### config.mk
export PLATFORM = sky130hd
export DESIGN_NAME = lcdController
export DESIGN_NICKNAME = d
export VERILOG_FILES = /design/src/design/lcdPkg.sv /design/src/design/lcdRowStore.sv /design/src/design/lcdStepTimer.sv /design/src/design/lcdStepDecode.sv /design/src/design/lcdBusDriver.sv /design/src/design/lcdController.sv
export VERILOG_INCLUDE_DIRS = /design/src /design/src/design
export SDC_FILE = /design/constraint.sdc
export NUM_CORES = 1
export LEC_CHECK = 0
export BUFFER_PORTS_ARGS = -buffer_cell sky130_fd_sc_hd__buf_2
export CAP_MARGIN = 20
export CORE_MARGIN = 3
export CORE_UTILIZATION = 40
export CTS_CLUSTER_SIZE = 28
export DETAILED_ROUTE_END_ITERATION = 7
export MAX_ROUTING_LAYER = met4
export SETUP_SLACK_MARGIN = 0.02
export SYNTH_ARGS = -nofsm -noshare
export SYNTH_HDL_FRONTEND = slang
export SYNTH_SLANG_ARGS = --single-unit
### constraint.sdc
create_clock -name clk -period 19.1 [get_ports clk]
set_clock_uncertainty 0.05 [all_clocks]
set_input_delay 4.775 -clock clk [delete_from_list [all_inputs] [get_ports clk]]
set_output_delay 4.775 -clock clk [all_outputs]
set_load 0.005 [all_outputs]
### src/design/lcd_config.svh
`ifndef LCD_CONFIG_SVH
`define LCD_CONFIG_SVH

// cycles per step are 2**LCD_STEP_BITS, use about 17 on hardware
`define LCD_STEP_BITS 4

`define LCD_FRAME_STEPS 78
`define LCD_UP_FIRST 12      // first step of the upper row
`define LCD_ADDR_FIRST 44    // set address 0x40 takes two steps
`define LCD_DO_FIRST 46      // first step of the lower row

`define LCD_COLS 16
`define LCD_BLANK 8'h20

`endif

### src/design/lcdPkg.sv
`default_nettype none

package lcdPkg;

`include "lcd_config.svh"

    // ==================================================
    // bus operation carried by one step
    // ==================================================
    typedef enum logic [1:0]
    {
        opIdle = 2'd0,  // rw high, e held low
        opCmd  = 2'd1,  // command nibble with rs low
        opData = 2'd2   // data nibble with rs high
    } lcdOp_e;

    // ==================================================
    // text types
    // ==================================================
    typedef logic [7:0] lcdChar_t;  // one character code

    // column 0 sits in the top byte
    typedef logic [`LCD_COLS*8-1:0] lcdRow_t;

endpackage

`default_nettype wire

### src/design/lcdRowStore.sv
`timescale 1ns/1ps
`default_nettype none

`include "lcd_config.svh"

module lcdRowStore import lcdPkg::*;
(
    input  wire logic     clk,
    input  wire logic     rst,
    input  wire logic     charWrite,
    input  wire logic     charRow,
    input  wire logic [3:0] charCol,
    input  wire lcdChar_t charCode,
    input  wire logic     frameEnd,
    output lcdRow_t       upRow,
    output lcdRow_t       doRow
);

    lcdRow_t upLive;
    lcdRow_t doLive;

    // ==================================================
    // live text, written by the host
    // ==================================================
    always_ff @(posedge clk or posedge rst)
    begin
        if (rst)
        begin
            upLive <= {`LCD_COLS{`LCD_BLANK}};
            doLive <= {`LCD_COLS{`LCD_BLANK}};
        end
        else if (charWrite)
        begin
            // column 0 lands in the top byte of the row
            if (charRow)
            begin
                doLive[(`LCD_COLS - 1 - charCol) * 8 +: 8] <= charCode;
            end
            else
            begin
                upLive[(`LCD_COLS - 1 - charCol) * 8 +: 8] <= charCode;
            end
        end
    end

    // ==================================================
    // frame snapshot
    // ==================================================
    // taken in the last cycle of a frame so the next frame never mixes text
    always_ff @(posedge clk or posedge rst)
    begin
        if (rst)
        begin
            upRow <= {`LCD_COLS{`LCD_BLANK}};
            doRow <= {`LCD_COLS{`LCD_BLANK}};
        end
        else if (frameEnd)
        begin
            upRow <= upLive;  // a write in this cycle waits one more frame
            doRow <= doLive;
        end
    end

endmodule

`default_nettype wire

### src/design/lcdStepTimer.sv
`timescale 1ns/1ps
`default_nettype none

`include "lcd_config.svh"

module lcdStepTimer
(
    input  wire logic       clk,
    input  wire logic       rst,
    output logic [6:0]      stepIdx,
    output logic            stepStart,
    output logic            enWindow,
    output logic            frameEnd
);

    logic [`LCD_STEP_BITS-1:0] subCnt;
    logic                      lastSub;

    assign lastSub = &subCnt;

    always_ff @(posedge clk or posedge rst)
    begin
        if (rst)
        begin
            subCnt  <= '0;
            stepIdx <= '0;
        end
        else
        begin
            subCnt <= subCnt + 1'b1;  // wraps by itself at the end of a step
            if (lastSub)
            begin
                if (stepIdx == 7'(`LCD_FRAME_STEPS - 1))
                begin
                    stepIdx <= '0;
                end
                else
                begin
                    stepIdx <= stepIdx + 7'd1;
                end
            end
        end
    end

    // ==================================================
    // strobes
    // ==================================================
    assign stepStart = (subCnt == '0);
    assign enWindow  = subCnt[`LCD_STEP_BITS-1];  // second half of the step
    assign frameEnd  = lastSub && (stepIdx == 7'(`LCD_FRAME_STEPS - 1));

    // the wrap must happen before the index leaves the frame
    stepInFrame: assert property (@(posedge clk) disable iff (rst)
        stepIdx < 7'(`LCD_FRAME_STEPS));

endmodule

`default_nettype wire

### src/design/lcdStepDecode.sv
`timescale 1ns/1ps
`default_nettype none

`include "lcd_config.svh"

module lcdStepDecode import lcdPkg::*;
(
    input  wire logic       clk,
    input  wire logic       rst,
    input  wire logic [6:0] stepIdx,
    input  wire logic       stepStart,
    input  wire lcdRow_t    upRow,
    input  wire lcdRow_t    doRow,
    output lcdOp_e          stepOp,
    output logic [3:0]      stepNibble
);

    lcdOp_e     nextOp;
    logic [3:0] nextNibble;
    logic [6:0] upRel;
    logic [6:0] doRel;

    // 4-bit init, two lines, display on, entry mode, clear
    function automatic logic [3:0] initNibble(input logic [6:0] idx);
        logic [3:0] nib;
        case (idx)
            7'd0, 7'd1, 7'd2: nib = 4'h3;
            7'd3, 7'd4:       nib = 4'h2;
            7'd5:             nib = 4'h8;
            7'd7:             nib = 4'h6;
            7'd9:             nib = 4'hC;
            7'd11:            nib = 4'h1;
            default:          nib = 4'h0;  // steps 6, 8 and 10
        endcase
        return nib;
    endfunction

    // bit 0 of rel picks the half, high nibble first
    function automatic logic [3:0] charNibble(input lcdRow_t row, input logic [6:0] rel);
        lcdChar_t   chr;
        logic [3:0] col;
        col = rel[4:1];
        chr = row[(`LCD_COLS - 1 - col) * 8 +: 8];
        return rel[0] ? chr[3:0] : chr[7:4];
    endfunction

    assign upRel = stepIdx - 7'(`LCD_UP_FIRST);
    assign doRel = stepIdx - 7'(`LCD_DO_FIRST);

    // ==================================================
    // step classification
    // ==================================================
    always_comb
    begin
        if (stepIdx < 7'(`LCD_UP_FIRST))
        begin
            nextOp     = opCmd;
            nextNibble = initNibble(stepIdx);
        end
        else if (stepIdx < 7'(`LCD_ADDR_FIRST))
        begin
            nextOp     = opData;
            nextNibble = charNibble(upRow, upRel);
        end
        else if (stepIdx < 7'(`LCD_DO_FIRST))
        begin
            nextOp = opCmd;
            // set DDRAM address 0x40, sent as C then 0
            nextNibble = (stepIdx == 7'(`LCD_ADDR_FIRST)) ? 4'hC : 4'h0;
        end
        else
        begin
            nextOp     = opData;
            nextNibble = charNibble(doRow, doRel);
        end
    end

    always_ff @(posedge clk or posedge rst)
    begin
        if (rst)
        begin
            stepOp     <= opIdle;
            stepNibble <= 4'h0;
        end
        else if (stepStart)
        begin
            stepOp     <= nextOp;  // held for the rest of the step
            stepNibble <= nextNibble;
        end
    end

endmodule

`default_nettype wire

### src/design/lcdBusDriver.sv
`timescale 1ns/1ps
`default_nettype none

module lcdBusDriver import lcdPkg::*;
(
    input  wire logic       clk,
    input  wire logic       rst,
    input  wire logic       enWindow,
    input  wire lcdOp_e     stepOp,
    input  wire logic [3:0] stepNibble,
    output logic            e,
    output logic            rs,
    output logic            rw,
    output logic [3:0]      sf
);

    // ==================================================
    // pin registers
    // ==================================================
    always_ff @(posedge clk or posedge rst)
    begin
        if (rst)
        begin
            e  <= 1'b0;
            rs <= 1'b0;
            rw <= 1'b1;  // idle bus reads
            sf <= 4'h0;
        end
        else
        begin
            e  <= enWindow && (stepOp != opIdle);
            rs <= (stepOp == opData);
            rw <= (stepOp == opIdle);
            sf <= stepNibble;
        end
    end

    // ==================================================
    // bus checks
    // ==================================================

    // the display latches on the falling edge of e, so the data must settle
    // a cycle ahead and hold a cycle past it
    busStable: assert property (@(posedge clk) disable iff (rst)
        (e || $past(e)) |-> ($stable(sf) && $stable(rs)));

    // the busy flag is never read and rw is already low the cycle before e is high
    writeOnly: assert property (@(posedge clk) disable iff (rst)
        e |-> !$past(rw));

endmodule

`default_nettype wire

### src/design/lcdController.sv
`timescale 1ns/1ps
`default_nettype none

module lcdController import lcdPkg::*;
(
    input  wire logic       clk,
    input  wire logic       rst,
    input  wire logic       charWrite,
    input  wire logic       charRow,
    input  wire logic [3:0] charCol,
    input  wire lcdChar_t   charCode,
    output logic            frameEnd,
    output logic            e,
    output logic            rs,
    output logic            rw,
    output logic [3:0]      sf
);

    lcdRow_t    upRow;
    lcdRow_t    doRow;
    logic [6:0] stepIdx;
    logic       stepStart;
    logic       enWindow;
    lcdOp_e     stepOp;
    logic [3:0] stepNibble;

    // ==================================================
    // text and pacing
    // ==================================================
    lcdRowStore lcdRowStore_inst
    (
        .clk       (clk),
        .rst       (rst),
        .charWrite (charWrite),
        .charRow   (charRow),
        .charCol   (charCol),
        .charCode  (charCode),
        .frameEnd  (frameEnd),
        .upRow     (upRow),
        .doRow     (doRow)
    );

    lcdStepTimer lcdStepTimer_inst
    (
        .clk       (clk),
        .rst       (rst),
        .stepIdx   (stepIdx),
        .stepStart (stepStart),
        .enWindow  (enWindow),
        .frameEnd  (frameEnd)
    );

    // ==================================================
    // decode and pins
    // ==================================================
    lcdStepDecode lcdStepDecode_inst
    (
        .clk        (clk),
        .rst        (rst),
        .stepIdx    (stepIdx),
        .stepStart  (stepStart),
        .upRow      (upRow),
        .doRow      (doRow),
        .stepOp     (stepOp),
        .stepNibble (stepNibble)
    );

    lcdBusDriver lcdBusDriver_inst
    (
        .clk        (clk),
        .rst        (rst),
        .enWindow   (enWindow),
        .stepOp     (stepOp),
        .stepNibble (stepNibble),
        .e          (e),
        .rs         (rs),
        .rw         (rw),
        .sf         (sf)
    );

endmodule

`default_nettype wire

==> results.json <==
{
  "netlist_top_cells_area": "dfrtp_1 (52%), mux2_2 (20%), dfstp_2 (7.6%), mux4_2 (7.0%), nand2_1 (2.9%)",
  "firstDrtPassIters": 6,
  "worst_slew_pin_slew_ns": 1.18,
  "ys_warn_count": 0,
  "cts_setup_buffers": 0,
  "synth_cell_types": 45,
  "cts.sinks": 536,
  "cp.arrival_ns": 3.58,
  "wirelength_microns": 56900,
  "stdcell_count": 2404,
  "placedCellCount": 2293,
  "synth_flop_cell": "dfrtp_1",
  "grt_busiest_layer": "met2",
  "start_util_pct": 40.7,
  "critPathLaunchType": "register",
  "drive_gt1_share_pct": 42.3,
  "vias_per_cell": 5.43,
  "reg2reg_from": "lcdStepTimer_inst.stepIdx[2]$_DFFE_PP0P_",
  "yosysMostFrequentCell": "dfrtp_1",
  "timing.reg2reg.setup_slack_ns": 14.28,
  "setup_violations": 0,
  "power_density_nw_per_um2": 95.9,
  "areaGrowthSynthToFinish_pct": 13.0,
  "rr_endpoint": "lcdRowStore_inst.upRow[30]$_DFFE_PP0P_",
  "syn_nets": 1609,
  "holdPathEnd": "lcdBusDriver_inst.sf[0]$_DFF_PP0_",
  "drc": 0,
  "wire_per_inst_microns": 23.7,
  "dp_hpwl_microns": 36800,
  "synth_enable_flop_cells": 0,
  "met1_usage_pct": 28.3,
  "drv_slew": 0,
  "worst_skew_pair.late_latency_ns": 0.60,
  "hold_depth": 0,
  "layout.nets": 1634,
  "crit_fanout": 136,
  "die_h_microns": 244,
  "ctsResizeCount": 0,
  "multiInputGateArea_sq_um": 8680,
  "synth.cell_area_sq_um": 22600,
  "postPlaceCellArea_sq_um": 23500,
  "avgSynthCellArea_sq_um": 14.3,
  "leakage_uw": 0.0120,
  "peakVddDrop_mv": 0.0769,
  "die_w_microns": 244,
  "slowest_stage": "buf_4",
  "finish.utilization_pct": 46.0,
  "clock_path_buffers": 3,
  "end_kind": "output pin",
  "core_area_sq_um": 55500,
  "tns_ns": 0,
  "path_delay_family": "buffers and inverters",
  "synth_top_area_share_pct": 52.2,
  "io_pins": 24,
  "crit_buf_inv": 3,
  "cts_max_level": 2,
  "path_cells": "buf_4 > ha_1 > nand4_1 > nor2_4 > buf_12 > buf_2",
  "grt_start_max_net_pins": 182,
  "dr.first_iter.drc_count": 1058,
  "synth_seq_cells": 536,
  "max_slew_margin_pct": 20.8,
  "finalCriticalPeriod_ns": 8.40,
  "gr-usage-met3_pct": 4.37,
  "min_from": "lcdStepDecode_inst.stepNibble[0]$_DFFE_PP0N_",
  "cts.reportedPaths.clkPinSlew_ns": 0.06,
  "overflow": 0,
  "crit_type": "reg2out",
  "synth_top_area_cell": "dfrtp_1",
  "antenna_found_initial": 1,
  "timing.final.crit_share_pct": 44.0,
  "root_buffer": "clkbuf_16",
  "numCtsBuffers": 57,
  "io_buffers": 23,
  "synth-async-reset-ratio_pct": 100,
  "fmax_mhz": 119,
  "yosys-top-cells-count": "dfrtp_1 (471), mux2_2 (405), nand2_1 (174)",
  "grtUsageMet2_pct": 30.2,
  "postRouteAntennaNets": 0,
  "slowest_delay_ns": 0.62,
  "seqCellArea_sq_um": 13500,
  "status": "complete, no violations",
  "design_area_sq_um": 25500,
  "grt_pass1_vias": 13400,
  "cts_tree": "built",
  "yosysSeqAreaShare_pct": 59.7,
  "min_path_type": "reg2reg",
  "vias": 13000,
  "fillers": 4941,
  "crit_required_ns": 14.28,
  "grt_use_total_pct": 20.1,
  "postCtsHoldBufs": 0,
  "globalplace.congestion": 0.828,
  "fp-row-count": 86,
  "hold_viol_final": 0,
  "rr_worst_depth": 8,
  "die-area_sq_um": 59400,
  "max_cap_violations": 0,
  "netlist_instances": 1581,
  "rsz0062_at_grt": "false",
  "grt_pass1_wl_microns": 87400
}
[registers in the layout, indices dropped and copies added (netlist names)]
register,cells
lcdRowStore_inst.doLive,128
lcdRowStore_inst.doRow,128
lcdRowStore_inst.upLive,128
lcdRowStore_inst.upRow,128
lcdStepTimer_inst.stepIdx,7
lcdBusDriver_inst.sf,4
lcdStepDecode_inst.stepNibble,4
lcdStepTimer_inst.subCnt,4
lcdStepDecode_inst.stepOp,2
lcdBusDriver_inst.e,1
lcdBusDriver_inst.rs,1
lcdBusDriver_inst.rw,1
[worst max path at each step]
stage	cells past startpoint	from	slack (ns)	to
3_5_place_dp	6	charCol[0]	11.13	lcdRowStore_inst.doLive[17]$_DFFE_PP0P_
2_1_floorplan	1	rst	7.04	lcdBusDriver_inst.e$_DFF_PP0_
4_1_cts	6	lcdStepTimer_inst.stepIdx[2]$_DFFE_PP0P_	10.68	frameEnd
3_3_place_gp	6	charCol[0]	10.98	lcdRowStore_inst.upLive[99]$_DFFE_PP0P_
5_1_grt	6	lcdStepTimer_inst.stepIdx[2]$_DFFE_PP0P_	10.47	frameEnd
6_report	6	lcdStepTimer_inst.stepIdx[2]$_DFFE_PP0P_	10.70	frameEnd
[layer usage]
| metal | part of all wire, % | vias to the layer above |
|---|---|---|
| met5 | 0 | - |
| met4 | 1.8 | 0 |
| met1 | 47 | 6962 |
| li1 | - | 5742 |
| met3 | 5.0 | 73 |
| met2 | 46 | 269 |
[stage by stage]
step	power (uW)	hold slack [ns]	setup WS, ns
2_1_floorplan	1270	0.299	7.04
3_3_place_gp	1300	0.315	10.98
3_5_place_dp	1310	0.323	11.13
4_1_cts	2470	0.337	10.68
5_1_grt	2540	0.354	10.47
6_report	2450	0.334	10.70
[worst reg2reg max path: cells and delay by family, from the launching register on]
family        cells  cell delay (ns)
simple gates      2             0.55
flops             1             0.34
mux               1             0.47
fa+ha+maj         1             0.47
buf+inv           4             2.82
[logic make-up (layout without fill, tap and decap cells)]
group | after synthesis | count (layout) | synth area share [%]
multiplexers | 487 | 487 | 28.0
XOR/XNOR | 9 | 9 | 0.382
adder cells (fa/ha/maj) | 12 | 12 | 0.664
AND/OR/NAND/NOR | 285 | 285 | 5.61
other | 0 | 1 | 0
AO/OA/AOI/OAI | 156 | 156 | 3.68
flip-flops | 536 | 536 | 59.7
buffers and inverters | 96 | 170 | 1.97
[cell usage in the layout, fill, tap and decap left out, types with 15 or more instances in the layout]
cell	count
and3_1	22
clkbuf_8	21
nand2_1	174
mux4_2	70
dfrtp_1	469
nand3_1	23
inv_1	15
buf_4	18
nor2_1	22
dfstp_2	65
mux2_2	405
clkbuf_16	59
o21ai_0	121
buf_2	23
[cell type report]
| class | instances | area share (%) |
|---|---|---|
| diodes | 1 | 0.00980 |
| clock buffers | 86 | 7.00 |
| clock inverters | 22 | 0.887 |
| inverters | 17 | 0.265 |
| multi-input cells | 949 | 34.0 |
| flip-flops and latches | 536 | 52.8 |
| well taps | 748 | 3.66 |
| repair buffers | 45 | 1.35 |
[where the power goes]
group	internal, uW	switching (uW)
clock	699	461
sequential	1180	19.5
combinational	27.7	66.8
Power figures use the tool's default switching activity.
